## src/hw/dma_ctrl_pkg.sv

```systemverilog
// DMA controller shared types
package dma_ctrl_pkg;

    typedef logic [31:0] addr_t;
    typedef logic [31:0] data_t;
    typedef logic [5:0]  reg_off_t;
    typedef logic [15:0] count_t;

    // engine register map
    localparam reg_off_t REG_CONTROL     = 6'h00;
    localparam reg_off_t REG_IRQ_MASK    = 6'h04;
    localparam reg_off_t REG_IRQ_STATUS  = 6'h0C;
    localparam reg_off_t REG_READER_ADDR = 6'h10;
    localparam reg_off_t REG_WRITER_ADDR = 6'h20;
    localparam reg_off_t REG_BTT         = 6'h30;

    localparam addr_t ELEM_BYTES      = 32'd2;
    localparam addr_t LOCAL_SRAM_BASE = 32'h4000_0000; // local SRAM window
    localparam data_t CTRL_START_BOTH = 32'h0000_0003; // reader + writer start
    localparam data_t IRQ_BOTH        = 32'h0000_0003; // mask and clear share bits

    typedef enum logic {
        DIR_BRING = 1'b0, // ext -> local
        DIR_SEND  = 1'b1  // local -> ext
    } dir_e;

    typedef struct packed {
        addr_t      ext_base;
        addr_t      local_base;
        count_t     ett;      // elements per chunk
        count_t     y_lim;
        count_t     z_lim;
        count_t     y_step;   // bytes
        count_t     z_step;   // bytes
        logic [6:0] pad;
        dir_e       dir;
    } dma_job_t;

    typedef struct packed {
        addr_t reader_addr;
        addr_t writer_addr;
        addr_t btt;
    } chunk_cmd_t;

    typedef struct packed {
        reg_off_t offset;
        data_t    data;
    } axil_wr_req_t;

    typedef enum logic [3:0] {
        SEQ_IDLE,
        SEQ_MASK,
        SEQ_BTT,
        SEQ_READER,
        SEQ_WRITER,
        SEQ_START,
        SEQ_WAIT_IRQ,
        SEQ_CLEAR,
        SEQ_ACK
    } seq_state_e;

endpackage
```

## src/hw/dma_ctrl_top.sv

```systemverilog
// DMA controller top
`timescale 1ns/1ps

module dma_ctrl_top (
    input  logic                   clk,
    input  logic                   rst,

    input  dma_ctrl_pkg::dma_job_t job,
    input  logic                   job_req,
    output logic                   job_ack,

    input  logic                   irq, // merged reader/writer interrupt

    output dma_ctrl_pkg::addr_t    awaddr,
    output logic                   awvalid,
    input  logic                   awready,
    output dma_ctrl_pkg::data_t    wdata,
    output logic [3:0]             wstrb,
    output logic                   wvalid,
    input  logic                   wready,
    input  logic                   bvalid,
    output logic                   bready
);
    import dma_ctrl_pkg::*;

    chunk_cmd_t   cmd;
    logic         cmd_req;
    logic         cmd_ack;

    axil_wr_req_t wr;
    logic         wr_req;
    logic         wr_ack;

    chunk_walker u_walker (
        .clk     (clk),
        .rst     (rst),
        .job     (job),
        .job_req (job_req),
        .job_ack (job_ack),
        .cmd     (cmd),
        .cmd_req (cmd_req),
        .cmd_ack (cmd_ack)
    );

    dma_cmd_sequencer u_sequencer (
        .clk     (clk),
        .rst     (rst),
        .cmd     (cmd),
        .cmd_req (cmd_req),
        .cmd_ack (cmd_ack),
        .irq     (irq),
        .wr      (wr),
        .wr_req  (wr_req),
        .wr_ack  (wr_ack)
    );

    axil_write_port u_write_port (
        .clk     (clk),
        .rst     (rst),
        .wr      (wr),
        .wr_req  (wr_req),
        .wr_ack  (wr_ack),
        .awaddr  (awaddr),
        .awvalid (awvalid),
        .awready (awready),
        .wdata   (wdata),
        .wstrb   (wstrb),
        .wvalid  (wvalid),
        .wready  (wready),
        .bvalid  (bvalid),
        .bready  (bready)
    );

endmodule

```

## src/hw/chunk_walker.sv

```systemverilog
// strided chunk walker
`timescale 1ns/1ps

module chunk_walker (
    input  logic                     clk,
    input  logic                     rst,

    input  dma_ctrl_pkg::dma_job_t   job,
    input  logic                     job_req,
    output logic                     job_ack,

    output dma_ctrl_pkg::chunk_cmd_t cmd,
    output logic                     cmd_req,
    input  logic                     cmd_ack
);
    import dma_ctrl_pkg::*;

    typedef enum logic [1:0] {
        WLK_IDLE,
        WLK_REQ,
        WLK_DROP,
        WLK_DONE
    } walk_state_e;

    walk_state_e state;
    dma_job_t    job_q;

    count_t y;
    count_t z;
    count_t n; // chunk index

    addr_t btt;
    addr_t ext_addr;
    addr_t local_addr;
    logic  last_chunk;

    assign btt = addr_t'(job_q.ett) * ELEM_BYTES;

    assign ext_addr = job_q.ext_base
                    + addr_t'(y) * addr_t'(job_q.y_step)
                    + addr_t'(z) * addr_t'(job_q.z_step);

    // local side moves by btt per chunk
    assign local_addr = LOCAL_SRAM_BASE + job_q.local_base + addr_t'(n) * btt;

    assign last_chunk = (y == job_q.y_lim) && (z == job_q.z_lim);

    always_comb begin
        cmd.btt = btt;
        if (job_q.dir == DIR_BRING) begin
            cmd.reader_addr = ext_addr;
            cmd.writer_addr = local_addr;
        end else begin
            cmd.reader_addr = local_addr; // send swaps sides
            cmd.writer_addr = ext_addr;
        end
    end

    always_ff @(posedge clk) begin
        if (rst) begin
            state   <= WLK_IDLE;
            cmd_req <= 1'b0;
            job_ack <= 1'b0;
        end else begin
            case (state)
                WLK_IDLE: begin
                    if (job_req) begin
                        job_q   <= job;
                        y       <= '0;
                        z       <= '0;
                        n       <= '0;
                        cmd_req <= 1'b1;
                        state   <= WLK_REQ;
                    end
                end

                WLK_REQ: begin
                    if (cmd_ack) begin
                        cmd_req <= 1'b0;
                        state   <= WLK_DROP;
                    end
                end

                WLK_DROP: begin
                    if (!cmd_ack) begin
                        if (last_chunk) begin
                            job_ack <= 1'b1;
                            state   <= WLK_DONE;
                        end else begin
                            // y inner, z outer
                            if (y == job_q.y_lim) begin
                                y <= '0;
                                z <= z + 1'b1;
                            end else begin
                                y <= y + 1'b1;
                            end
                            n       <= n + 1'b1;
                            cmd_req <= 1'b1;
                            state   <= WLK_REQ;
                        end
                    end
                end

                WLK_DONE: begin
                    if (!job_req) begin
                        job_ack <= 1'b0;
                        state   <= WLK_IDLE;
                    end
                end

                default: state <= WLK_IDLE;
            endcase
        end
    end

endmodule

```

## src/hw/dma_cmd_sequencer.sv

```systemverilog
// DMA chunk register sequencer
`timescale 1ns/1ps

module dma_cmd_sequencer (
    input  logic                       clk,
    input  logic                       rst,

    input  dma_ctrl_pkg::chunk_cmd_t   cmd,
    input  logic                       cmd_req,
    output logic                       cmd_ack,

    input  logic                       irq,

    output dma_ctrl_pkg::axil_wr_req_t wr,
    output logic                       wr_req,
    input  logic                       wr_ack
);
    import dma_ctrl_pkg::*;

    seq_state_e state;
    seq_state_e next_state; // follows the current write
    logic       write_done;

    // register write for the current step
    always_comb begin
        wr.offset = REG_IRQ_MASK;
        wr.data   = IRQ_BOTH;
        case (state)
            SEQ_BTT: begin
                wr.offset = REG_BTT;
                wr.data   = cmd.btt;
            end
            SEQ_READER: begin
                wr.offset = REG_READER_ADDR;
                wr.data   = cmd.reader_addr;
            end
            SEQ_WRITER: begin
                wr.offset = REG_WRITER_ADDR;
                wr.data   = cmd.writer_addr;
            end
            SEQ_START: begin
                wr.offset = REG_CONTROL;
                wr.data   = CTRL_START_BOTH;
            end
            SEQ_CLEAR: begin
                wr.offset = REG_IRQ_STATUS;
                wr.data   = IRQ_BOTH; // write-one-to-clear
            end
            default: begin
            end
        endcase
    end

    // fixed programming order
    always_comb begin
        case (state)
            SEQ_MASK:   next_state = SEQ_BTT;
            SEQ_BTT:    next_state = SEQ_READER;
            SEQ_READER: next_state = SEQ_WRITER;
            SEQ_WRITER: next_state = SEQ_START;
            SEQ_START:  next_state = SEQ_WAIT_IRQ;
            SEQ_CLEAR:  next_state = SEQ_ACK;
            default:    next_state = SEQ_IDLE;
        endcase
    end

    // req already dropped and ack returned low
    assign write_done = !wr_req && !wr_ack;

    always_ff @(posedge clk) begin
        if (rst) begin
            state   <= SEQ_IDLE;
            wr_req  <= 1'b0;
            cmd_ack <= 1'b0;
        end else begin
            case (state)
                SEQ_IDLE: begin
                    if (cmd_req) begin
                        state  <= SEQ_MASK;
                        wr_req <= 1'b1;
                    end
                end

                SEQ_WAIT_IRQ: begin
                    if (irq) begin
                        state  <= SEQ_CLEAR;
                        wr_req <= 1'b1;
                    end
                end

                SEQ_ACK: begin
                    if (!cmd_req) begin
                        cmd_ack <= 1'b0;
                        state   <= SEQ_IDLE;
                    end
                end

                default: begin // one of the register writes
                    if (wr_req && wr_ack) begin
                        wr_req <= 1'b0;
                    end else if (write_done) begin
                        state <= next_state;
                        if (next_state == SEQ_ACK) begin
                            cmd_ack <= 1'b1; // chunk finished after clear
                        end else if (next_state != SEQ_WAIT_IRQ) begin
                            wr_req <= 1'b1;
                        end
                    end
                end
            endcase
        end
    end

endmodule

```

## src/hw/axil_write_port.sv

```systemverilog
// AXI4-Lite single write master
`timescale 1ns/1ps

module axil_write_port (
    input  logic                       clk,
    input  logic                       rst,

    input  dma_ctrl_pkg::axil_wr_req_t wr,
    input  logic                       wr_req,
    output logic                       wr_ack,

    output dma_ctrl_pkg::addr_t        awaddr,
    output logic                       awvalid,
    input  logic                       awready,
    output dma_ctrl_pkg::data_t        wdata,
    output logic [3:0]                 wstrb,
    output logic                       wvalid,
    input  logic                       wready,
    input  logic                       bvalid,
    output logic                       bready
);
    import dma_ctrl_pkg::*;

    logic active;    // write in progress
    logic addr_sent;
    logic data_sent;

    // payload held by the requester while wr_req is up
    assign awaddr = addr_t'(wr.offset);
    assign wdata  = wr.data;
    assign wstrb  = '1;

    // each channel drops on its own ready
    assign awvalid = active && !addr_sent;
    assign wvalid  = active && !data_sent;

    assign bready = active && addr_sent && data_sent;

    always_ff @(posedge clk) begin
        if (rst) begin
            active    <= 1'b0;
            addr_sent <= 1'b0;
            data_sent <= 1'b0;
            wr_ack    <= 1'b0;
        end else begin
            // new request only once the previous ack has gone low
            if (!active && wr_req && !wr_ack) begin
                active <= 1'b1;
            end

            if (awvalid && awready) begin
                addr_sent <= 1'b1;
            end
            if (wvalid && wready) begin
                data_sent <= 1'b1;
            end

            if (bvalid && bready) begin
                active    <= 1'b0;
                addr_sent <= 1'b0;
                data_sent <= 1'b0;
                wr_ack    <= 1'b1;
            end

            if (wr_ack && !wr_req) begin
                wr_ack <= 1'b0; // four-phase return
            end
        end
    end

endmodule

```

## config.mk

```make
export PLATFORM = sky130hd
export DESIGN_NAME = dma_ctrl_top
export DESIGN_NICKNAME = d
export VERILOG_FILES = /design/src/hw/dma_ctrl_pkg.sv /design/src/hw/dma_ctrl_top.sv /design/src/hw/chunk_walker.sv /design/src/hw/dma_cmd_sequencer.sv /design/src/hw/axil_write_port.sv
export SDC_FILE = /design/constraint.sdc
export NUM_CORES = 2
export LEC_CHECK = 0
export BUFFER_PORTS_ARGS = -buffer_cell sky130_fd_sc_hd__buf_2
export CELL_PAD_IN_SITES_DETAIL_PLACEMENT = 0
export CELL_PAD_IN_SITES_GLOBAL_PLACEMENT = 1
export CORE_ASPECT_RATIO = 1.1
export CORE_MARGIN = 2
export CORE_UTILIZATION = 50
export DETAILED_ROUTE_END_ITERATION = 6
export PLACE_DENSITY = 0.94
export SLEW_MARGIN = 10
export SYNTH_ARGS = -nofsm -noshare
export SYNTH_HDL_FRONTEND = slang
export SYNTH_SLANG_ARGS = --single-unit
```

## constraint.sdc

```tcl
create_clock -name clk -period 22.9 [get_ports clk]
set_clock_uncertainty 0.05 [all_clocks]
set_input_delay 4.58 -clock clk [delete_from_list [all_inputs] [get_ports clk]]
set_output_delay 4.58 -clock clk [all_outputs]
set_load 0.03 [all_outputs]
```

Yosys cells after proc, flatten, opt, wreduce, memory -nomap -nowiden
Cells that the tools add are included.
Widths: inputs -> output; s select.

cells by class
  mux-type cells = 48
  reduce and logical (&&, ||, !) cells = 40
  $add $sub $neg = 7
  eq/ne operators = 28
  bitwise gates (word level) = 3
  multiply operators = 3

operators by type and width
  kind                    number
  $pmux 38 s5             1
  $mux 16                 9
  $add 32x32->32          3
  $pmux 16 s2             3
  $mul 16x16->32          2
  $mux 64                 1
  $add 16x1->16 const B   3
  $add 31x32->32 const A  1
  $eq 16x16->1            2
  $mul 16x16->31          1
  $pmux 4 s6              1
  $mux 4                  5
  $reduce_and 5->1        4
  $mux 1                  17
  $eq 4x3->1 const B      4
  $ne 2x2->1 const B      8
  $logic_and 1x1->1       13
  $pmux 4 s3              1
  $reduce_and 6->1        2
  $reduce_bool 4->1       3
  $mux 2                  5
  $eq 4x2->1 const B      2
  $eq 4x4->1 const B      2
  $ne 4x3->1 const B      2
  other kinds (17)        34

word-level totals
  input port bits = 159
  word-level logic and storage cells = 150
  flip-flop bits (word level) = 207
  output and inout bits = 72

Longest topological paths before layout
  depth in word-level cells = 8
  gate-level depth with buffers = 35
  depth with buffers taken out = 33

Hierarchy
Synthesis repeated with hierarchy kept, for this count alone.

second synthesis, totals
  cells, all modules = 3983
  area, all modules = 37682.4 sq um

by module, submodules not included
  module             seq. area each (sq um)  area each (sq um)  cells each  instances
  chunk_walker       5875.6                  35959.5            3746        1
  dma_cmd_sequencer  120.1                   1043.5             149         1
  axil_write_port    80.1                    679.4              88          1

Worst setup path before layout
OpenSTA, ideal clock, no wires.

  path type = input port to flip-flop
  from = input rst
  to = register u_walker.job_q[0] in the netlist's numbering, enable pin
  stages on the path = 2
  path buffers = 1
  path slack = 2.275 ns
  arrival time = 19.521 ns
  library setup time = 1.055 ns
  path through = clkbuf_1 -> nor4b_1

between the ends
  word-level cells in the longest chain between the ends = 2

ends and longest elaborated chain
  what                        RTL line            RTL
  from (decl)                 dma_ctrl_top.sv:6   input logic rst,
  $not 1->1 (no line)         -
  $reduce_and 3->1 (no line)  -
  to (signal assigned)        chunk_walker.sv:68  job_q <= job;
  to (decl)                   chunk_walker.sv:26  dma_job_t job_q;

Every way passes these cells.
A chain may end at the register's enable or synchronous reset.

Worst setup path in the final report
  from = register u_walker.n[8]
  to = output wdata[30]

between the ends
  word-level cells in the longest chain between the ends = 4

ends and longest elaborated chain
  what                    RTL line                 RTL
  from (decl)             chunk_walker.sv:30       count_t n;
  from (signal assigned)  chunk_walker.sv:97       n <= n + 1'b1;
  $mul 16x16->31          chunk_walker.sv:44       assign local_addr = LOCAL_SRAM_BASE + job_q.local_base + addr_t'(n) * btt;
  $add 32x32->32          chunk_walker.sv:44
  $mux 64                 chunk_walker.sv:50       if (job_q.dir == DIR_BRING) begin
  $pmux 38 s5             dma_cmd_sequencer.sv:28  case (state)
  to (decl)               dma_ctrl_top.sv:17       output dma_ctrl_pkg::data_t wdata,

Every way passes these cells.

==> flow_metrics.py <==
metrics = {
    "layout": {
        "final_area_mm2": 0.0386,
        "multi_input_gate_area_in_the_final_layout_mm2": 0.0265,
        "ff_latch_area_mm2": 0.00608,
        "fin_util": 0.537,
        "layout-drive-gt1-share": 0.0676,
        "flow.area_growth_from_synthesis_pct": 6.27,
        "filler_cells_inserted": 6312,
        "final_nets": 5037,
    },
    "worst_setup_path": {
        "worstRegToRegCells": 7,
        "cp_data_arrival_time_ns": 9.86,
        "critPathBufInv": 4,
        "crit_fanout": 20,
        "delay_of_the_slowest_cell_on_the_worst_path_ns": 0.98,
        "worst_setup_path_start_kind": "flop",
        "slowest_stage": "edfxtp_1",
        "critPathCaptureType": "primary output",
        "reg2reg_to": "u_walker.z[11]",
        "path_common_cell": "fa_1",
        "rr_startpoint": "u_walker.y[12]",
        "criticalPathCategory": "reg2out",
        "critPathRequiredTime_ns": 18.27,
        "setup.reg_to_reg.worst_slack_ns": 18.51,
        "worst_path_dominant_cell_family": "adder cells",
    },
    "run_status": {
        "outcome": "finished clean",
    },
    "sta": {
        "unrepaired_setup_endpoints_after_global_routing": "false",
        "worstMarginPinSlew_ns": 1.00,
        "timing.setup.tns_ns": 0,
        "timing.fmax_mhz": 69.0,
        "report.final.setup_viol": 0,
        "slew-limit-headroom": 0.333,
        "total_count_of_max_transition_violations_in_the_final_report": 0,
        "post-route-period-util": 0.633,
        "hold_viol_final": 0,
        "final_period_minus_worst_setup_slack_ns": 14.49,
    },
    "logic_synthesis": {
        "part_of_the_yosys_area_used_for_sequential_elements": 0.167,
        "post_synth.cell_area_avg_um2": 9.57,
        "netlist_instances": 3799,
        "yosys_warnings": 0,
        "post_synth_num_cell_types": 64,
        "post_synth_main_area_contributors": "fa_1 37%, edfxtp_1 16%, ha_1 12%",
        "synth_top_cell_by_area": "fa_1",
        "netlist_area_mm2": 0.0364,
        "synth-edff-count": 193,
        "postSynth.asyncResetShare": 0,
        "ys.flop_type": "edfxtp_1",
        "synth_top_cell_area_share": 0.369,
        "number_of_storage_elements_in_the_synthesis_netlist": 207,
    },
    "clock_tree": {
        "cts_tree": "yes",
        "cts.repair.resized": 0,
        "cts.repair_timing.setup_buffer_count": 0,
        "tritoncts.num_buffers": 27,
        "max-clock-path-buffers": 3,
        "cts.root.buffer_cell": "clkbuf_16",
        "cts.reportedPaths.clkPinSlew_ns": 0.06,
        "clock-sinks": 207,
        "postCtsHoldBufs": 0,
        "worstSkewPairLatency_ns": 0.60,
        "htree_levels": 1,
    },
    "grt": {
        "vias_in_the_first_global_route": 27700,
        "grt.met2_usage": 0.454,
        "grt_max_degree": 67,
        "remaining_overflow_grt": 0,
        "global_route.usage.met3": 0.0310,
        "grt_antenna_before_repair": 0,
        "grt-busiest-layer": "met2",
        "groute.usage.overall": 0.255,
        "grtUsageMet1": 0.308,
        "first_pass_grt_wire_length_mm": 148,
    },
    "routing": {
        "total_wire_length_mm": 91.8,
        "first_pass_iters": 7,
        "count_of_nets_left_with_antenna_violations_after_detail_routing": 0,
        "first_iter_violations": 1538,
        "dr_total_vias": 25900,
        "drc": 0,
        "vias_per_cell": 5.36,
        "post_drt_wl_per_cell_um": 19.0,
    },
    "hold_path": {
        "min-delay-start": "u_walker.job_ack",
        "worstHoldPathType": "reg2reg",
        "min_delay_worst_endpoint": "u_walker.job_ack",
        "worst_hold_path.num_cells": 2,
    },
    "floorplan": {
        "die_h_um": 287,
        "start_util": 0.506,
        "rows": 103,
        "fp.dieW_um": 261,
        "ios": 231,
        "die_area_mm2": 0.0749,
        "core_region_area_mm2": 0.0719,
    },
    "placed_design": {
        "port_buffers": 191,
        "gp_congestion": 0.963,
        "detailed_place_hpwl_mm": 75.9,
        "post_dp_cell_area_mm2": 0.0379,
    },
    "flow_run": {
        "max-cap-violations": 0,
    },
}
-- cell families (layout without fill, tap and decap cells) --
| kind of cell | Yosys count | after routing | synth area share |
|---|---|---|---|
| flip-flops | 207 | 207 | 0.167 |
| buffers and inverters | 1008 | 1055 | 0.107 |
| AO/OA/AOI/OAI | 283 | 283 | 0.0505 |
| adder cells (fa/ha/maj) | 1019 | 1019 | 0.489 |
| AND/OR/NAND/NOR | 1108 | 1108 | 0.144 |
| multiplexers | 6 | 6 | 0.00172 |
| other | 2 | 33 | 0.000207 |
| XOR/XNOR | 166 | 166 | 0.0400 |
-- cells in the final DEF, fill, tap and decap left out, types with 27 or more instances in the layout --
master	count
inv_1	803
fa_1	670
nand2_1	552
ha_1	349
and2_1	288
edfxtp_1	193
buf_2	191
nor2_1	102
xor2_1	96
a21oi_1	82
xnor2_1	70
nand3_1	40
o21ai_0	39
nor3_1	32
conb_1	32
a21o_1	27
clkbuf_16	27
-- per-layer routing --
metal,vias up,share of wire
met5,-,0
met4,0,0.050
met3,231,0.060
met2,978,0.51
met1,13000,0.38
li1,11700,-
-- state kept, by name, indices dropped and copies added, names as in the netlist, 2 cells and up --
name,cells
u_sequencer.state,4
u_walker.job_q,145
u_walker.n,16
u_walker.state,2
u_walker.y,16
u_walker.z,16
-- per-stage QoR --
step	instances	setup WS, ns	hold WS [ns]
finish	4822	8.41	0.460
global route	4821	8.14	0.517
CTS	4821	8.49	0.462
detailed placement	4775	9.16	0.453
global placement	4775	9.17	0.456
floorplan	3829	2.27	0.447
-- Yosys cell counts, types with 3 or more instances --
cell and count:
xnor2_1 70, nor3_1 33, o221ai_1 4, a22oi_1 14
fa_1 670, nand3b_1 3, nand2_1 552, o31ai_1 3
buf_1 13, and4_1 4, and2_1 288, and3_1 20
nor4_1 12, clkbuf_1 156, ha_1 349, nor2b_1 13
nor3b_1 4, o31a_1 5, a31oi_1 9, or2_2 3
a2111oi_0 3, nand2b_1 10, nand4_1 12, nand3_1 40
buf_2 4, o21ai_0 39, inv_1 803, nor2_1 102
o21ai_1 15, a21oi_2 3, a21oi_1 83, edfxtp_1 193
dfxtp_1 14, o21bai_1 12, xor2_1 96, o22ai_1 16
a211oi_1 8, o211ai_1 10, or3_1 6, mux2i_1 4
o21a_1 10, buf_4 32, a21o_1 27, a221o_1 5
a211o_1 4
-- how the worst max path moves through the flow --
stage / to / slack (ns) / cells past startpoint / start
6_report: wdata[30] / 8.41 / 30 / u_walker.n[8]
2_1_floorplan: u_walker.job_q[0] / 2.27 / 2 / rst
3_5_place_dp: wdata[30] / 9.16 / 30 / u_walker.n[8]
3_3_place_gp: wdata[30] / 9.17 / 30 / u_walker.n[8]
5_1_grt: wdata[30] / 8.14 / 30 / u_walker.n[8]
4_1_cts: wdata[30] / 8.49 / 30 / u_walker.n[8]
-- area by class of cell --
cell class / count / share of cell area
Sequential cell: 207 / 0.157
Multi-Input combinational cell: 2614 / 0.686
Tap cell: 945 / 0.0306
Timing Repair Buffer: 206 / 0.0276
Antenna cell: 1 / 0.0000648
Clock buffer: 31 / 0.0179
Clock inverter: 15 / 0.00246
Inverter: 803 / 0.0780
-- worst reg2reg max path, stage by stage, from the launching register on --
cell and delay (ns):
edfxtp_1 0.96, xor2_1 0.15, nor4_1 0.50, nand4_1 0.64, nor4_2 0.74, nor4_2 0.08
buf_4 0.30, and2_1 0.56
Power is not shown: default switching activity piles up to over one toggle a cycle in this logic, so the estimate is an artifact.
